## src/cache_pkg.sv

```systemverilog
package cache_pkg;

    // Processor word, also the width of a word address
    parameter int WORD_W = 16;

    // Line geometry
    parameter int LINE_WORDS = 4;
    parameter int LINE_W = WORD_W * LINE_WORDS;

    // Address split: tag in 15..3, set in bit 2, word offset in 1..0
    parameter int OFF_W = 2;
    parameter int TAG_W = 13;

    // Two sets, selected by the address bit just above the offset
    parameter int NUM_SETS = 2;

    // Controller states
    typedef enum logic [2:0] {
        // Waiting for a processor strobe
        ST_IDLE,
        // Tag compare against the latched address
        ST_LOOKUP,
        // Line read outstanding at main memory
        ST_MEM_RD,
        // Returned line written into the arrays
        ST_FILL,
        // Write-through outstanding at main memory
        ST_MEM_WR
    } ctrl_state_t;

endpackage

```

## src/cache_data_array.sv

```systemverilog
module cache_data_array
    import cache_pkg::*;
(
    input  logic              clk,
    input  logic [OFF_W:0]    i_addr,
    input  logic              i_way,
    input  logic              i_wr,
    input  logic [OFF_W-1:0]  i_wr_off,
    input  logic [WORD_W-1:0] i_wdata,
    input  logic              i_fill,
    input  logic [LINE_W-1:0] i_fill_line,
    output logic [WORD_W-1:0] o_rword
);

    // One line per set and way
    logic [LINE_W-1:0] line_q [NUM_SETS*2];
    logic [1:0]        line_idx;
    logic [OFF_W-1:0]  rd_off;

    // Set bit above the way bit
    assign line_idx = {i_addr[OFF_W], i_way};
    assign rd_off   = i_addr[OFF_W-1:0];

    assign o_rword = line_q[line_idx][rd_off*WORD_W +: WORD_W];

    always_ff @(posedge clk) begin
        if (i_fill) begin
            line_q[line_idx] <= i_fill_line;
        end else if (i_wr) begin
            // Merge one word on a write hit
            line_q[line_idx][i_wr_off*WORD_W +: WORD_W] <= i_wdata;
        end
    end

endmodule

```

## config.mk

```make
export PLATFORM = sky130hd
export DESIGN_NAME = cache_data_array
export DESIGN_NICKNAME = d
export VERILOG_FILES = /design/src/cache_pkg.sv /design/src/cache_data_array.sv
export SDC_FILE = /design/constraint.sdc
export NUM_CORES = 1
export LEC_CHECK = 0
export BUFFER_PORTS_ARGS = -buffer_cell sky130_fd_sc_hd__buf_4
export CAP_MARGIN = 20
export CORE_UTILIZATION = 30
export CTS_BUF_LIST = sky130_fd_sc_hd__clkbuf_2 sky130_fd_sc_hd__clkbuf_4 sky130_fd_sc_hd__clkbuf_8
export DETAILED_ROUTE_END_ITERATION = 6
export PLACE_DENSITY_LB_ADDON = 0.08
export SYNTH_ARGS = -nofsm -noshare
export SYNTH_HDL_FRONTEND = slang
export SYNTH_SLANG_ARGS = --single-unit
```

## constraint.sdc

```tcl
create_clock -name clk -period 3.6 [get_ports clk]
set_input_delay 0.72 -clock clk [delete_from_list [all_inputs] [get_ports clk]]
set_output_delay 0.72 -clock clk [all_outputs]
set_load 0.01 [all_outputs]
```

# == Yosys cells after proc, flatten, opt, wreduce, memory -nomap -nowiden ==
# Memory sizes are Yosys's and may differ from the RTL's.
# Index checks and enable logic that the tools add are counted.
# totals
mem_bits_rw,256
out_inout_bits,16
word_cells,138
mem_count,1
ff_bits,0
mem_bits_ro,0
inputBits,89
latch_bits,0
# classes
n_addsub,1
muxes,69
shift,3
bitwise,64
multipliers,0
n_reduce_logical,0
n_div,0
n_lt_le_gt_ge,0
n_eq_ne,0
# memory_table
name,depth,word_bits,read_ports,rd_clocked_by_memory_dff,write_ports,line_no,source
line_q,4,64,1,0,1,cache_data_array.sv:16,logic [LINE_W-1:0] line_q [NUM_SETS*2];
# ops
operator,n
1-bit two-way mux,68
64-bit two-way mux,1
1-bit OR,64
16-bit by 34-bit variable shift with 64-bit output (first input constant),1
16-bit by 34-bit indexed part select with 64-bit output,1
64-bit by 7-bit indexed part select with 16-bit output,1
6-bit negator with 34-bit output,1

# == Depth between registers and ports, before layout ==
# logic_depth
ltp_word,4
ltp_mapped,6
mapped_depth_nobuf,5

# == Worst setup path before layout ==
# No wires, ideal clock.
# synth_path
path_type,input -> register
start,input port i_wr_off[0]
end,memory line_q[0][0] (netlist name) (enable)
cell_stages,4
t_arrival_ns,2.376
n_path_buf,0
slack_ns,0.815
setup_time_ns,0.409
required_time_ns,3.191
cell_sequence,inv_1 -> ha_1 -> a21oi_1 -> nor3_1
# synth_between
elab_chain_cells,4
# synth_lines
item,line_no,source
start: declaration,cache_data_array.sv:8,"input logic [OFF_W-1:0] i_wr_off,"
6-bit negator with 34-bit output,cache_data_array.sv:31,line_q[line_idx][i_wr_off*WORD_W +: WORD_W] <= i_wdata;
16-bit by 34-bit variable shift with 64-bit output,cache_data_array.sv:31,
64-bit two-way mux (not written as such),cache_data_array.sv:31,
1-bit OR (no source line),--,
end: declaration,cache_data_array.sv:16,
# No other way between the ends.

# == Worst setup path in the final report ==
# layout_path
start,input port i_way
end,output port o_rword[5]
# layout_between
elab_chain_cells,2
# layout_lines
item,line_no,source
start: declaration,cache_data_array.sv:6,"input logic i_way,"
memory 4 x 64 bit,--,
64-bit by 7-bit indexed part select with 16-bit output,cache_data_array.sv:24,assign o_rword = line_q[line_idx][rd_off*WORD_W +: WORD_W];
end: declaration,cache_data_array.sv:12,output logic [WORD_W-1:0] o_rword
# No other way between the ends.

==> results.json <==
{
  "min_to": "line_q[0][0]",
  "yosys_warnings": 0,
  "synth-edff-count": 256,
  "hold-worst-slack_ps": 551,
  "max_freq_mhz": 308,
  "synthArstFlopShare_pct": 0,
  "yosysTopAreaCell": "edfxtp_1",
  "hold_violations": 0,
  "cts_buffers": 44,
  "path_max_fanout": 16,
  "cp-start-kind": "input pin",
  "port_buffers": 104,
  "worst_pin_slew_ps": 992,
  "cpLargestDelayFamily": "buffers and inverters",
  "htreeDepth": 2,
  "viasPerCell": 5.12,
  "finalWirelength_um": 32700,
  "met3_usage_pct": 3.41,
  "nets": 760,
  "slew_viol_final": 0,
  "cp_cell_sequence": "buf_4 > buf_12 > mux4_2 > a22oi_1 > nand2_1 > buf_4",
  "die_width_um": 190,
  "vias": 5916,
  "hold_start": "i_fill_line[0]",
  "drt_pass1_iterations": 5,
  "grt_usage_pct": 18.5,
  "fin_crit_ps": 3250,
  "top_regs": "line_q x256",
  "cts_tree": "done",
  "routedWlPerCell_um": 28.3,
  "grt_overflow_total": 0,
  "largest_reg_flops": 256,
  "grt_setup_unrepaired": "false",
  "postCtsHoldBufs": 0,
  "regMostFlops": "line_q",
  "drv_cap": 0,
  "required_ps": 2880,
  "final_cells": 1155,
  "mostFrequentLayoutCells": "edfxtp_1, buf_4, a22o_1, mux4_2, clkbuf_8",
  "grt_pass1_wl_um": 46000,
  "fin_util_pct": 37.5,
  "synth.area.top_cells": "edfxtp_1, mux4_2, a22o_1",
  "hold_path_class": "in -> reg",
  "dp.cells": 1075,
  "path_clk_slew_ps": 60,
  "first_global_vias": 6345,
  "grt.met2_usage_pct": 30.4,
  "die_area_um2": 35900,
  "post-cts-setup-buffers": 0,
  "clock_sink_count": 256,
  "power_density_nw_per_um2": 520,
  "postLayoutCellArea_um2": 13000,
  "slowest_stage": "mux4_2",
  "status": "completed",
  "io_pins": 105,
  "ys_ff_latch": 256,
  "syn-num-nets": 603,
  "grt_max_degree": 29,
  "syn-cell-area_um2": 10600,
  "area_delta_synth_final_pct": 22.7,
  "drc_errors": 0,
  "ant_nets": 0,
  "ys.flop_type": "edfxtp_1",
  "nFillCells": 3269,
  "initial_core_util_pct": 30.6,
  "period_share_pct": 90.2,
  "placed_area_um2": 12100,
  "dieHeight_um": 190,
  "worst-path-buf-inv": 3,
  "coreArea_um2": 34500,
  "num_rows": 68,
  "setup.worst_path.end_class": "output port",
  "clk_path_buf_depth": 3,
  "ctsResizeCount": 0,
  "yosys.area.top_type_share_pct": 72.8,
  "clockRootBuffer": "clkbuf_8",
  "top_usage_layer": "met2",
  "gp_congestion": 0.765,
  "antenna_found_initial": 0,
  "path_class": "in -> out",
  "tns_ps": 0,
  "cpPeakStageDelay_ps": 570,
  "synth.avg_cell_area_um2": 20.7,
  "grt_use_met1_pct": 24.8,
  "arrival_ps": 2530,
  "max_slew_margin_pct": 33.7,
  "cpMostUsedCell": "buf_4",
  "drt_iter0_drc": 478,
  "yosys.cell_types.count": 25,
  "drive_gt1_share_pct": 39.0,
  "setup_viol": 0,
  "seq_area_frac_synth_pct": 72.8,
  "n_antenna_cell": 0,
  "peakVddDrop_mv": 0.255,
  "leakage_nw": 4.43,
  "dp_hpwl_um": 22700,
  "holdPathStages": 2,
  "final_common_cell": "edfxtp_1",
  "syn_inst": 509
}
power by group:
group          internal, mW  switching [mW]
Sequential             3.48          0.0371
Combinational         0.304           0.384
Clock                  1.39            1.14
worst max path at each step:
stage                start           end  slack, ps  depth (start not counted)
2_1_floorplan  i_wr_off[0]  line_q[0][0]        810                          4
3_3_place_gp         i_way    o_rword[6]        330                          6
3_5_place_dp         i_way    o_rword[5]        320                          6
4_1_cts              i_way    o_rword[6]        300                          6
5_1_grt              i_way    o_rword[3]        260                          6
6_report             i_way    o_rword[5]        350                          6
stage by stage:
stage,total power [mW],setup WS [ps]
6_report,6.73,352
5_1_grt,6.97,260
4_1_cts,6.81,301
3_5_place_dp,4.28,315
3_3_place_gp,4.27,330
2_1_floorplan,3.91,815
metal layers:
| metal | up-vias | part of all wire, % |
|---|---|---|
| met1 | 3157 | 43 |
| met3 | 50 | 5.4 |
| met5 | - | 0 |
| met4 | 0 | 2.6 |
| met2 | 186 | 49 |
| li1 | 2523 | - |
Yosys cell counts, types with 3 or more instances:
| cell | count |
|---|---|
| edfxtp_1 | 256 |
| nor3_1 | 5 |
| nor2_1 | 13 |
| ha_1 | 5 |
| mux4_2 | 54 |
| buf_4 | 3 |
| nand2b_1 | 4 |
| inv_1 | 3 |
| mux4_1 | 10 |
| nand2_1 | 17 |
| buf_6 | 7 |
| clkbuf_1 | 16 |
| a22oi_1 | 32 |
| a21oi_1 | 4 |
| a22o_1 | 64 |
layout make-up:
cell class / instances / area (µm²) / area share, %
Clock buffer: 60 / 732 / 5.65
Timing Repair Buffer: 141 / 1130 / 8.75
Tap cell: 455 / 569 / 4.39
Inverter: 3 / 11.3 / 0.0869
Sequential cell: 256 / 7690 / 59.3
Multi-Input combinational cell: 220 / 2710 / 20.9
Clock inverter: 20 / 113 / 0.869
cells by family (layout without fill, tap and decap cells):
group / Yosys count / in the layout / share of synthesized area [%]
buffers and inverters: 33 / 224 / 1.80
multiplexers: 64 / 64 / 14.0
flip-flops: 256 / 256 / 72.8
AO/OA/AOI/OAI: 100 / 100 / 7.77
AND/OR/NAND/NOR: 51 / 51 / 3.01
adder cells (fa/ha/maj): 5 / 5 / 0.593
No activity file was read; power rests on OpenSTA's default activity.
