<file path="src/cache_pkg.sv">
package cache_pkg;

    // Processor word, also the width of a word address
    parameter int WORD_W = 16;

    // Line geometry
    parameter int LINE_WORDS = 4;
    parameter int LINE_W = WORD_W * LINE_WORDS;

    // Address split: tag in 15..3, set in bit 2, word offset in 1..0
    parameter int OFF_W = 2;
    parameter int TAG_W = 13;

    // Two sets, selected by the address bit just above the offset
    parameter int NUM_SETS = 2;

    // Controller states
    typedef enum logic [2:0] {
        // Waiting for a processor strobe
        ST_IDLE,
        // Tag compare against the latched address
        ST_LOOKUP,
        // Line read outstanding at main memory
        ST_MEM_RD,
        // Returned line written into the arrays
        ST_FILL,
        // Write-through outstanding at main memory
        ST_MEM_WR
    } ctrl_state_t;

endpackage

</file>
<file path="src/cache_ctrl.sv">
module cache_ctrl
    import cache_pkg::*;
(
    input  logic              clk,
    input  logic              reset_n,
    input  logic              i_rd,
    input  logic              i_wr,
    input  logic [WORD_W-1:0] i_addr,
    input  logic [WORD_W-1:0] i_wdata,
    input  logic              i_hit,
    input  logic              i_hit_way,
    input  logic              i_victim_way,
    input  logic [WORD_W-1:0] i_rword,
    input  logic              i_mem_ack,
    input  logic [LINE_W-1:0] i_mem_rline,
    output logic              o_ready,
    output logic              o_done,
    output logic [WORD_W-1:0] o_rdata,
    output logic              o_hit,
    output logic [WORD_W-1:0] o_arr_addr,
    output logic              o_arr_way,
    output logic              o_touch,
    output logic              o_tag_fill,
    output logic              o_data_wr,
    output logic              o_data_fill,
    output logic [LINE_W-1:0] o_fill_line,
    output logic [WORD_W-1:0] o_wdata,
    output logic              o_mem_rd,
    output logic              o_mem_wr,
    output logic [WORD_W-1:0] o_mem_addr,
    output logic [WORD_W-1:0] o_mem_wdata
);

    ctrl_state_t       state;
    logic [WORD_W-1:0] req_addr;
    logic [WORD_W-1:0] req_wdata;
    logic              req_wr;
    logic [LINE_W-1:0] line_q;
    logic              accept;

    // Ready again in the fill cycle, which also carries o_done
    assign o_ready = (state == ST_IDLE) || (state == ST_FILL);
    assign accept  = o_ready && (i_rd || i_wr);

    // Array side
    assign o_arr_addr  = req_addr;
    assign o_arr_way   = (state == ST_FILL) ? i_victim_way : i_hit_way;
    assign o_touch     = (state == ST_LOOKUP) && i_hit;
    assign o_data_wr   = o_touch && req_wr;
    assign o_tag_fill  = (state == ST_FILL);
    assign o_data_fill = (state == ST_FILL);
    assign o_fill_line = line_q;
    assign o_wdata     = req_wdata;

    // Write-through leaves in the lookup cycle, hit or miss
    assign o_mem_wr    = (state == ST_LOOKUP) && req_wr;
    assign o_mem_addr  = req_wr ? req_addr : {req_addr[WORD_W-1:OFF_W], {OFF_W{1'b0}}};
    assign o_mem_wdata = req_wdata;

    always_ff @(posedge clk) begin
        if (!reset_n) begin
            state    <= ST_IDLE;
            o_done   <= 1'b0;
            o_hit    <= 1'b0;
            o_mem_rd <= 1'b0;
        end else begin
            o_done   <= 1'b0;
            o_mem_rd <= 1'b0;
            case (state)
                ST_IDLE, ST_FILL: begin
                    state <= accept ? ST_LOOKUP : ST_IDLE;
                end
                ST_LOOKUP: begin
                    o_hit <= i_hit;
                    if (req_wr) begin
                        state <= ST_MEM_WR;
                    end else if (i_hit) begin
                        state  <= ST_IDLE;
                        o_done <= 1'b1;
                    end else begin
                        // Line read goes out next cycle
                        state    <= ST_MEM_RD;
                        o_mem_rd <= 1'b1;
                    end
                end
                ST_MEM_RD: begin
                    if (i_mem_ack) begin
                        state  <= ST_FILL;
                        o_done <= 1'b1;
                    end
                end
                ST_MEM_WR: begin
                    if (i_mem_ack) begin
                        state  <= ST_IDLE;
                        o_done <= 1'b1;
                    end
                end
                default: state <= ST_IDLE;
            endcase
        end
    end

    always_ff @(posedge clk) begin
        if (accept) begin
            req_addr  <= i_addr;
            req_wdata <= i_wdata;
            req_wr    <= i_wr;
        end
        if ((state == ST_LOOKUP) && i_hit && !req_wr) begin
            o_rdata <= i_rword;
        end
        // Keep the line for the fill and pick out the requested word
        if ((state == ST_MEM_RD) && i_mem_ack) begin
            line_q  <= i_mem_rline;
            o_rdata <= i_mem_rline[req_addr[OFF_W-1:0]*WORD_W +: WORD_W];
        end
    end

endmodule

</file>
<file path="config.mk">
export PLATFORM = sky130hd
export DESIGN_NAME = cache_ctrl
export DESIGN_NICKNAME = d
export VERILOG_FILES = /design/src/cache_pkg.sv /design/src/cache_ctrl.sv
export SDC_FILE = /design/constraint.sdc
export NUM_CORES = 1
export LEC_CHECK = 0
export BUFFER_PORTS_ARGS = -buffer_cell sky130_fd_sc_hd__buf_2
export CORE_ASPECT_RATIO = 1.5
export CORE_MARGIN = 5
export CORE_UTILIZATION = 48
export CTS_BUF_LIST = sky130_fd_sc_hd__clkbuf_8
export CTS_CLUSTER_DIAMETER = 80
export CTS_CLUSTER_SIZE = 20
export DETAILED_ROUTE_END_ITERATION = 6
export PLACE_DENSITY = 0.95
export SYNTH_ARGS = -nofsm -noshare
export SYNTH_HDL_FRONTEND = slang
export SYNTH_SLANG_ARGS = --single-unit
export TNS_END_PERCENT = 1
</file>
<file path="constraint.sdc">
create_clock -name clk -period 3.1 [get_ports clk]
set_input_delay 0.465 -clock clk [delete_from_list [all_inputs] [get_ports clk]]
set_output_delay 0.465 -clock clk [all_outputs]
set_load 0.05 [all_outputs]
</file>
### Word-level counts from Yosys, hierarchy flattened

Index checks and enable logic that the tools add are counted.

* word-level logic and storage cells: 48
* input bits: 120
* output and inout bits: 154
* bits in registers: 119

* bitwise operators: 2
* reduce and logical (&&, ||, !) cells: 15
* mux-type cells: 15
* shifts and indexed selects: 1
* equal/unequal tests: 6

Operator list (count)
* $shiftx 64x7->16: 1
* $mux 16: 2
* $pmux 3 s4: 1
* $mux 3: 3
* $eq 3x2->1 const B: 2
* $logic_and 1x1->1: 6
* $mux 1: 6
* $mux 2: 2
* $ne 2x2->1 const B: 2
* $reduce_or 2->1: 2
* $eq 3x1->1 const B: 1
* $eq 3x3->1 const B: 1
* $logic_not 3->1: 1
* $reduce_or 3->1: 1
* $logic_or 1x1->1: 2
* $not 1->1: 2
* $pmux 1 s2: 1
* $reduce_and 2->1: 1
* $reduce_bool 2->1: 1
* $logic_not 1->1: 1

### Depth between registers and ports, before layout

Gate-level depths: netlist (run 1).

* depth after elaboration: 5
* gate-level depth with buffers: 4
* gate-level depth less buffers: 3

### Worst setup path after synthesis (run 1)

Ideal clock, no wire load.

* path kind: reg2reg
* start: reg state[1]
* end: reg req_addr[0], in the netlist o_arr_addr[0], enable pin
* period minus slack after synthesis: 3.105 ns
* arrival: 2.713 ns
* cell stages (with the launch flop): 5
* buffers on the path: 1
* required time: 2.708 ns
* setup slack: -0.005 ns
* library setup time: 0.392 ns
* path through: dfxtp_1 > clkbuf_1 > nor2b_1 > nor3_1 > o21a_1

* longest elaborated chain between the ends: 3
* elaborated cells between the ends (all ways): 4
* those cells by class: 1 x eq/ne; 3 x reduce/logical

Ends and longest elaborated chain
* start, declared: line cache_ctrl.sv:34 `ctrl_state_t state;`
* start signal, assigned: line cache_ctrl.sv:71 `state <= accept ? ST_LOOKUP : ST_IDLE;`
* $eq 3x2->1 or $logic_not 3->1 (tied branches): line cache_ctrl.sv:42 `assign o_ready = (state == ST_IDLE) || (state == ST_FILL);`
* $logic_or 1x1->1 *: line cache_ctrl.sv:42
* net o_ready: line cache_ctrl.sv:16 `output logic o_ready,`
* $logic_and 1x1->1 *: line cache_ctrl.sv:43 `assign accept = o_ready && (i_rd || i_wr);`
* net accept: line cache_ctrl.sv:39 `logic accept;`
* end signal, assigned: line cache_ctrl.sv:105 `req_addr <= i_addr;`
* end, declared: line cache_ctrl.sv:35 `logic [WORD_W-1:0] req_addr;`

The timed path passes the listed nets; every way through them passes the cells marked *.
A chain may end at the register's enable or synchronous reset.

### Worst setup path after layout (run 1)

* start: reg state[0]
* end: out o_arr_way

* longest elaborated chain between the ends: 2

Ends and longest elaborated chain
* $eq 3x2->1: line cache_ctrl.sv:47 `assign o_arr_way = (state == ST_FILL) ? i_victim_way : i_hit_way;`
* $mux 1: line cache_ctrl.sv:47
* end, declared: line cache_ctrl.sv:21 `output logic o_arr_way,`

No other way between the ends.

==> results of run 1 <==
worst reg2reg max path, stage by stage (launching register included):
cell and delay, ns:
dfxtp_1 0.54, and4bb_4 0.62, buf_12 0.32, mux2_4 0.35
placed cells by master, fill, tap and decap left out, types with 4 or more instances in the layout:
master / Yosys / final
buf_2: 1 / 273
mux2_2: 8 / 8
mux2_4: 9 / 9
mux4_1: 7 / 7
mux4_2: 9 / 9
edfxtp_1: 113 / 113
clkbuf_8: 0 / 17
clkinv_2: 0 / 4
dfxtp_1: 6 / 6
per-stage QoR:
stage          setup WS [ns]  hold WS, ns  area (µm²)  util, %  power [µW]
2_1_floorplan          0.459        0.536        4640        -        2580
3_3_place_gp            1.07        0.481        5900     61.6        2740
3_5_place_dp            1.02        0.515        5900     61.6        2770
4_1_cts                0.746        0.194        6300     65.8        4150
5_1_grt                0.607        0.181        6300     65.8        4270
6_report               0.750        0.219        6300     65.8        4110
layer usage:
| metal | track usage [%] | up-vias | share of wire, % |
|---|---|---|---|
| met3 | 9.28 | 22 | 9.6 |
| li1 | - | 1377 | - |
| met2 | 39.6 | 193 | 56 |
| met4 | 8.24 | 2 | 2.2 |
| met1 | 20.5 | 1520 | 32 |
| met5 | 0 | - | 0.054 |
registers in the layout, indices dropped and copies added (netlist names):
register     flops
o_rdata         16
o_mem_wdata     16
req_wr           1
o_mem_rd         1
state            3
o_hit            1
o_fill_line     64
o_done           1
o_arr_addr      16
final cells by class:
cell class                      instances  area share [%]
Inverter                                2           0.119
Sequential cell                       119            55.8
Clock inverter                         15            2.56
Clock buffer                           17            3.71
Tap cell                              115            2.28
Antenna cell                            1          0.0397
Multi-Input combinational cell         64            13.2
Timing Repair Buffer                  277            22.4
worst min path at each step:
stage | start | end | slack [ns] | depth (start not counted)
after floorplan | state[1] | o_mem_rd | 0.54 | 3
after global placement | o_hit | o_hit | 0.48 | 2
after detailed placement | o_hit | o_hit | 0.51 | 2
after CTS | i_addr[2] | o_arr_addr[2] | 0.19 | 1
after global routing | i_wdata[14] | o_mem_wdata[14] | 0.18 | 1
final | i_addr[2] | o_arr_addr[2] | 0.22 | 1
logic make-up after synthesis:
logic type,synth area share (%)
simple gates,2.94
buf+inv,6.61
compound gates,1.48
mux,13.2
flops,75.8
report_power, final:
group,internal (µW),switching [µW]
clock,783,602
sequential,1860,53.3
combinational,220,594
==> reports/metrics.cfg, run 1 <==
[synth]
synth_most_common_cell = edfxtp_1
synth_top_area_share_pct = 73.2
synth_edf_count = 113
ys_seq_area_share_pct = 75.8
synth_top_cells_by_count = 113 x edfxtp_1, 32 x buf_4, 9 x mux2_4, 9 x mux4_2, 8 x mux2_2
syn_area_per_cell_um2 = 20.7
synth-async-reset-ratio_pct = 0
ys_ff_latch = 119
synthesis.area_um2 = 4640
synth_ff_type = edfxtp_1
synth.net_count = 344
yosysWarnings = 0
ys_types = 31
yosysTopAreaCell = edfxtp_1
synth.top_cells.by_area = edfxtp_1 73%, buf_4 5.2%, mux4_2 4.4%
syn_inst = 224

[worst_setup_path]
timing.reg2reg.setup_slack_ns = 1.01
worst-setup-path-type = reg2out
crit_end = o_arr_way
crit_path_top_delay_cell = dfxtp_1
endpoint_kind = output pin
critPathBufInv = 1
crit_required_ns = 2.63
cp_data_arrival_time_ns = 1.88
r2r_cells = 3
cp_max_fo = 11
path_delay_family = flip-flops
cp.depth = 4
crit_path_start = state[0]
slowest_delay_ns = 0.50
crit_chain = nor2b_1 > and2_1 > mux2_2 > buf_2
reg2reg_to = o_rdata[7]
startpoint_type = flop
r2r_start = state[1]

[layout]
register_area_um2 = 3510
layout.nets = 601
final_cells = 610
multiInputGateArea_um2 = 830
synthToLayoutAreaGrowth_pct = 35.9
drive_gt1_share_pct = 68.0
fill_cells = 699

[drt]
ant_nets = 0
drt_first_iter_violations = 118
firstDrtPassIters = 4
drcViolationCount = 0
vias = 3114
avgRoutedWirePerCell_um = 21.1
postRouteWirelength_mm = 12.9
vias_per_cell = 5.10

[clocking]
cts_tree = done
htree_num_levels = 4
cts_buffers = 17
path_clk_slew_ns = 0.07
cts_num_sinks = 119
clock_path_buffers = 2
insertion_delay_ns = 0.42
post_cts_buffers = 0
cts_hold_buf = 0
ctsResizeCount = 0
clockRootBuffer = clkbuf_8

[floorplanning]
row_count = 44
coreArea_um2 = 9580
fp.dieArea_um2 = 11800
pin_count = 274
die_w_um = 90.3
die_h_um = 130
start_util_pct = 48.4

[sta]
slew_violations = 0
finalSetupTns_ns = 0
skew_ns = 0.00646
fmax_ghz = 0.426
finalHoldViolCount = 0
setup_violations = 0
tightest_slew_ns = 0.974
rsz0062_at_grt = no
period_needed_ns = 2.35
fin_crit_sh_pct = 75.8
max-slew-margin-rel_pct = 35.0

[pwr]
power_leakage_uw = 0.00271
powerDensity_nw_per_um2 = 652
ir_worst_vdd_v = 0.000519

[global_routing]
antenna_found_initial = 2
grt_max_degree = 41
grt_pass1_vias = 3321
grt_pass1_wl_mm = 18.5
grt_remaining_overflow = 0
grt_usage_pct = 21.2

[run_status]
outcome = finished, final reports clean

[placed_design]
placed_cells = 577
io_buffers = 273
dp_hpwl_mm = 10.2
finalWeightedCongestion = 0.893

[min_path]
hold_class = in2reg

[flow_run]
maxCapViolCount = 0

Note: power is estimated with default switching activity, not from simulation.
==> inputs of run 2 (changes only) <==
--- a/config.mk
+++ b/config.mk
@@ -8,12 +8,12 @@
 export BUFFER_PORTS_ARGS = -buffer_cell sky130_fd_sc_hd__buf_2
 export CORE_ASPECT_RATIO = 1.5
 export CORE_MARGIN = 5
-export CORE_UTILIZATION = 48
+export CORE_UTILIZATION = 45
 export CTS_BUF_LIST = sky130_fd_sc_hd__clkbuf_8
 export CTS_CLUSTER_DIAMETER = 80
 export CTS_CLUSTER_SIZE = 20
 export DETAILED_ROUTE_END_ITERATION = 6
-export PLACE_DENSITY = 0.95
+export PLACE_DENSITY = 0.9
 export SYNTH_ARGS = -nofsm -noshare
 export SYNTH_HDL_FRONTEND = slang
 export SYNTH_SLANG_ARGS = --single-unit
==> constraint.sdc (replaced) <==
create_clock -name clk -period 2.4 [get_ports clk]
set_input_delay 0.36 -clock clk [delete_from_list [all_inputs] [get_ports clk]]
set_output_delay 0.36 -clock clk [all_outputs]
set_load 0.05 [all_outputs]
==> reports/metrics.cfg, run 2 (synthesized netlist as in run 1, its figures left out) <==
[run_status]
outcome = finished, final reports clean  ; unchanged

[sta]
rsz0062_at_grt = no  ; unchanged
period_needed_ns = 2.18
tightest_slew_ns = 0.459  ; was 0.974 ns
finalHoldViolCount = 0  ; unchanged
fin_crit_sh_pct = 90.7
fin_hold_ws_ns = 0.123  ; was 0.219 ns
max-slew-margin-rel_pct = 69.4  ; was 35.0%
fmax_ghz = 0.459
finalSetupTns_ns = 0  ; unchanged
slew_violations = 0  ; unchanged
setup_violations = 0  ; unchanged
skew_ns = 0.00977  ; was 0.00646 ns

[global_routing]
grt_pass1_wl_mm = 18.5  ; about the same
grt_use_met3_pct = 7.18  ; was 9.28%
grt_pass1_vias = 3274  ; was 3321
grt_use_met1_pct = 21.1  ; was 20.5%
grt_usage_pct = 20.1  ; was 21.2%
grt-busiest-layer = met2  ; unchanged
grt_remaining_overflow = 0  ; unchanged
grt_max_degree = 35  ; was 41
antenna_found_initial = 1  ; was 2
use_met2_pct = 35.5  ; was 39.6%

[pwr]
powerDensity_nw_per_um2 = 788  ; was 652 nW/µm²
clock_power_share_pct = 28.5  ; was 33.7%
p_int_uw = 3360  ; was 2860 µW
seqPwrFrac_pct = 49.8  ; was 46.5%
p_switching_uw = 1560  ; was 1250 µW
p_sw_share_pct = 31.7  ; was 30.4%
power_leakage_uw = 0.00269  ; was 0.00271 µW
combPwrFrac_pct = 21.7  ; was 19.8%
ir_worst_vdd_v = 0.000389  ; was 0.000519 V

[floorplanning]
die_w_um = 92.9  ; was 90.3 µm
die_h_um = 134  ; was 130 µm
fp.dieArea_um2 = 12500  ; was 11800 µm²
row_count = 45  ; was 44
coreArea_um2 = 10100  ; was 9580 µm²
start_util_pct = 45.8  ; was 48.4%
pin_count = 274  ; unchanged

[worst_setup_path]
startpoint_type = flop  ; unchanged
worst-setup-path-type = reg2out  ; unchanged
cp_max_fo = 11  ; unchanged
endpoint_kind = output pin  ; unchanged
crit_chain = nor2b_1 > and2_1 > mux2_2 > buf_2  ; unchanged
critPathBufInv = 1  ; unchanged
slowest_delay_ns = 0.42  ; was 0.50 ns
crit_path_top_delay_cell = dfxtp_2  ; was dfxtp_1
path_delay_family = flip-flops  ; unchanged
crit_required_ns = 2.04  ; was 2.63 ns
cp_data_arrival_time_ns = 1.82  ; was 1.88 ns

[layout]
drive_gt1_share_pct = 68.2  ; was 68.0%
multiInputGateArea_um2 = 831  ; was 830 µm²
final_common_cell = buf_2  ; unchanged
fill_cells = 782  ; was 699
layout.nets = 606  ; was 601
register_area_um2 = 3510  ; about the same
synthToLayoutAreaGrowth_pct = 34.8  ; was 35.9%
largest_reg_flops = 64  ; unchanged
final_cell_mix = 273 x buf_2, 113 x edfxtp_1, 17 x clkbuf_8  ; unchanged

[drt]
vias = 3082  ; was 3114
drt_first_iter_violations = 155  ; was 118
postRouteWirelength_mm = 12.6  ; was 12.9 mm
drcViolationCount = 0  ; unchanged
avgRoutedWirePerCell_um = 20.4  ; was 21.1 µm
vias_per_cell = 5.01  ; was 5.10
firstDrtPassIters = 4  ; unchanged
ant_nets = 0  ; unchanged

[min_path]
hold_class = in2reg  ; unchanged

[clocking]
cts_hold_buf = 0  ; unchanged
path_clk_slew_ns = 0.07  ; about the same
insertion_delay_ns = 0.41  ; was 0.42 ns
cts_tree = done  ; unchanged
htree_num_levels = 4  ; unchanged
cts_buffers = 17  ; unchanged
clockRootBuffer = clkbuf_8  ; unchanged
clock_path_buffers = 2  ; unchanged
cts_num_sinks = 119  ; unchanged

[placed_design]
dp_hpwl_mm = 9.97  ; was 10.2 mm
finalWeightedCongestion = 0.815  ; was 0.893
io_buffers = 273  ; unchanged

[flow_run]
maxCapViolCount = 0  ; unchanged

==> run 2: cell types whose count changed in the layout (fill, tap and decap cells not counted), sizes merged <==
cell and change:
buf +5, bufinv -3, clkinv +1, clkinvlp +1, inv -1
==> run 2: worst paths after layout <==
check / start / end / slack, ns / cells past startpoint
setup reg to reg: state[1] / o_rdata[12] / 0.49 / 3
hold / removal: i_wdata[9] / o_mem_wdata[9] / 0.12 / 1
setup / recovery: state[0] / o_arr_way / 0.22 / 4
hold reg to reg: o_hit / o_hit / 0.50 / 2
==> run 2: per-stage QoR <==
stage / setup slack (ns) / power [µW] / cell area, µm² / cells / utilization, %
3_5_place_dp: 0.484 / 3570 / 5940 / 584 / 58.7
3_3_place_gp: 0.589 / 3550 / 5940 / 584 / 58.7
5_1_grt: 0.0985 / 5150 / 6250 / 614 / 61.7
6_report: 0.223 / 4930 / 6250 / 615 / 61.7
4_1_cts: 0.0934 / 4980 / 6250 / 614 / 61.6
2_1_floorplan: 0.0509 / 3330 / 4640 / 224 / -
==> run 2: layout make-up <==
type | count | share of cell area, %
Tap cell | 117 | 2.34
Clock inverter | 13 | 1.10
Inverter | 2 | 0.120
Antenna cell | 1 | 0.0400
Multi-Input combinational cell | 64 | 13.3
Clock buffer | 17 | 3.74
Sequential cell | 119 | 56.2
Timing Repair Buffer | 282 | 23.1
==> run 2: worst reg2reg max path, delay by kind of cell, from the launching register on <==
family / cells / cell delay [ns]
and+or+nand+nor: 1 / 0.48
DFF: 1 / 0.54
AOI/OAI and AO/OA: 1 / 0.30
buffers and inverters: 1 / 0.28
==> run 2: power groups by stage <==
stage | clock network (µW) | logic (µW) | registers (µW)
global placement | 0 | 1060 | 2490
floorplan | 0 | 534 | 2800
CTS | 1450 | 1080 | 2450
detailed placement | 0 | 1080 | 2500
finish | 1400 | 1070 | 2450
global route | 1570 | 1110 | 2460
==> run 2: routing by layer <==
layer | vias to the layer above | part of all wire [%]
met4 | 2 | 2.2
met5 | - | 0.056
met1 | 1475 | 34
li1 | 1382 | -
met2 | 201 | 55
met3 | 22 | 9.2
==> run 2: what timing repair did <==
item	4_1_cts	5_1_grt
hold endpoints to repair	0	0
endpoints found under the setup margin	0	1
gates resized for setup	0	1
buffers inserted	0	0
==> inputs of run 3 (changes only) <==
--- a/config.mk
+++ b/config.mk
@@ -8,12 +8,12 @@
 export BUFFER_PORTS_ARGS = -buffer_cell sky130_fd_sc_hd__buf_2
 export CORE_ASPECT_RATIO = 1.5
 export CORE_MARGIN = 5
-export CORE_UTILIZATION = 45
+export CORE_UTILIZATION = 40
 export CTS_BUF_LIST = sky130_fd_sc_hd__clkbuf_8
 export CTS_CLUSTER_DIAMETER = 80
 export CTS_CLUSTER_SIZE = 20
 export DETAILED_ROUTE_END_ITERATION = 6
-export PLACE_DENSITY = 0.9
+export PLACE_DENSITY = 0.83
 export SYNTH_ARGS = -nofsm -noshare
 export SYNTH_HDL_FRONTEND = slang
 export SYNTH_SLANG_ARGS = --single-unit
==> reports/metrics.cfg, run 3 (synthesized netlist as in run 1, its figures left out) <==
[run_status]
outcome = finished, final reports clean  ; unchanged

[sta]
setup_violations = 0  ; unchanged
finalHoldViolCount = 0  ; unchanged
skew_ns = 0.0104  ; was 0.00977 ns
fmax_ghz = 0.447  ; was 0.459 GHz
rsz0062_at_grt = no  ; unchanged
max-slew-margin-rel_pct = 73.8  ; was 69.4%
fin_crit_sh_pct = 93.2  ; was 90.7%
tightest_slew_ns = 0.393  ; was 0.459 ns
slew_violations = 0  ; unchanged
period_needed_ns = 2.24  ; was 2.18 ns
finalSetupTns_ns = 0  ; unchanged

[clocking]
path_clk_slew_ns = 0.07  ; about the same
ctsResizeCount = 0  ; unchanged
cts_tree = done  ; unchanged
cts_buffers = 17  ; unchanged
cts_num_sinks = 119  ; unchanged
clock_path_buffers = 2  ; unchanged
post_cts_buffers = 0  ; unchanged
insertion_delay_ns = 0.41  ; about the same
clockRootBuffer = clkbuf_8  ; unchanged
htree_num_levels = 4  ; unchanged
cts_hold_buf = 0  ; unchanged

[worst_setup_path]
startpoint_type = flop  ; unchanged
r2r_cells = 3  ; unchanged
reg2reg_to = o_rdata[0]  ; was o_rdata[12]
crit_path_top_delay_cell = dfxtp_1  ; was dfxtp_2
crit_chain = nor2b_1 > and2_1 > mux2_2 > buf_2  ; unchanged
endpoint_kind = output pin  ; unchanged
crit_required_ns = 2.04  ; about the same
timing.reg2reg.setup_slack_ns = 0.57  ; was 0.49 ns
cp_data_arrival_time_ns = 1.88  ; was 1.82 ns
slowest_delay_ns = 0.49  ; was 0.42 ns
cp_max_fo = 11  ; unchanged
critPathBufInv = 1  ; unchanged
r2r_start = state[1]  ; unchanged
worst-setup-path-type = reg2out  ; unchanged
path_delay_family = flip-flops  ; unchanged

[layout]
fill_cells = 917  ; was 782
largest_reg_flops = 64  ; unchanged
layout.nets = 607  ; was 606
finalInstanceArea_um2 = 6380  ; was 6250 µm²
finish.utilization_pct = 55.9  ; was 61.7%
final_common_cell = buf_2  ; unchanged
synthToLayoutAreaGrowth_pct = 37.7  ; was 34.8%
final_cell_mix = 273 x buf_2, 113 x edfxtp_1, 17 x clkbuf_8  ; unchanged
num_antenna_cells = 0  ; was 1
drive_gt1_share_pct = 68.8  ; was 68.2%

[floorplanning]
coreArea_um2 = 11400  ; was 10100 µm²
die_h_um = 142  ; was 134 µm
die_w_um = 97.9  ; was 92.9 µm
fp.dieArea_um2 = 13900  ; was 12500 µm²
pin_count = 274  ; unchanged
start_util_pct = 40.6  ; was 45.8%
row_count = 48  ; was 45

[min_path]
hold_path_startpoint = i_wdata[0]  ; was i_wdata[9]
hold_class = in2reg  ; unchanged
whs_path_depth = 1  ; unchanged
hold_end = o_mem_wdata[0]  ; was o_mem_wdata[9]

[placed_design]
postPlaceCellArea_um2 = 5990  ; was 5940 µm²
finalWeightedCongestion = 0.834  ; was 0.815
io_buffers = 273  ; unchanged
dp_hpwl_mm = 9.54  ; was 9.97 mm

[drt]
drt_first_iter_violations = 94  ; was 155
postRouteWirelength_mm = 11.8  ; was 12.6 mm
avgRoutedWirePerCell_um = 18.2  ; was 20.4 µm
vias_per_cell = 4.76  ; was 5.01
vias = 3095  ; was 3082
firstDrtPassIters = 4  ; unchanged
drcViolationCount = 0  ; unchanged
ant_nets = 0  ; unchanged

[global_routing]
grt_usage_pct = 16.9  ; was 20.1%
antenna_found_initial = 0  ; was 1
grt_pass1_vias = 3358  ; was 3274
grt_max_degree = 33  ; was 35
grt_remaining_overflow = 0  ; unchanged
grt_pass1_wl_mm = 17.8  ; was 18.5 mm

[flow_run]
maxCapViolCount = 0  ; unchanged

[pwr]
ir_worst_vdd_v = 0.000433  ; was 0.000389 V
power_leakage_uw = 0.00274  ; was 0.00269 µW
powerDensity_nw_per_um2 = 823  ; was 788 nW/µm²

==> run 3: worst max-delay path by stage <==
stage                   from             to  slack, ns  depth (start not counted)
detailed placement  state[1]     o_rdata[1]       0.60                          3
floorplan           state[1]  o_arr_addr[0]       0.05                          4
CTS                 state[0]      o_arr_way       0.14                          4
finish              state[0]      o_arr_way       0.16                          4
global route        state[0]      o_arr_way      0.009                          4
global placement    state[1]     o_rdata[4]       0.65                          3
==> run 3: cell type report <==
type                    instances  area, µm²  share of cell area, %
clock buffers                  17        234                   3.67
clock inverters                15        156                   2.45
flip-flops and latches        119       3510                   55.0
repair buffers                283       1450                   22.8
multi-input cells              64        831                   13.0
inverters                       2       7.51                  0.118
well taps                     150        188                   2.94
==> run 3: routing by layer <==
layer | wire [µm] | GRT usage (%)
met1 | 3930 | 16.5
met2 | 6400 | 30.6
met4 | 142 | 5.54
met3 | 1360 | 8.80
met5 | 0 | 0
==> run 3: report_power, final <==
group          switching [µW]  internal, µW
combinational             777           289
sequential               45.9          2400
clock                     818           926
total                    1640          3610
==> run 3: through the flow <==
stage	hold WS [ns]	std cells	setup slack [ns]	power (µW)
after global routing	0.0676	650	0.00855	5480
after floorplan	0.459	224	0.0509	3330
after CTS	0.0866	650	0.144	5310
after global placement	0.490	618	0.649	3550
final	0.118	650	0.163	5250
after detailed placement	0.481	618	0.600	3570
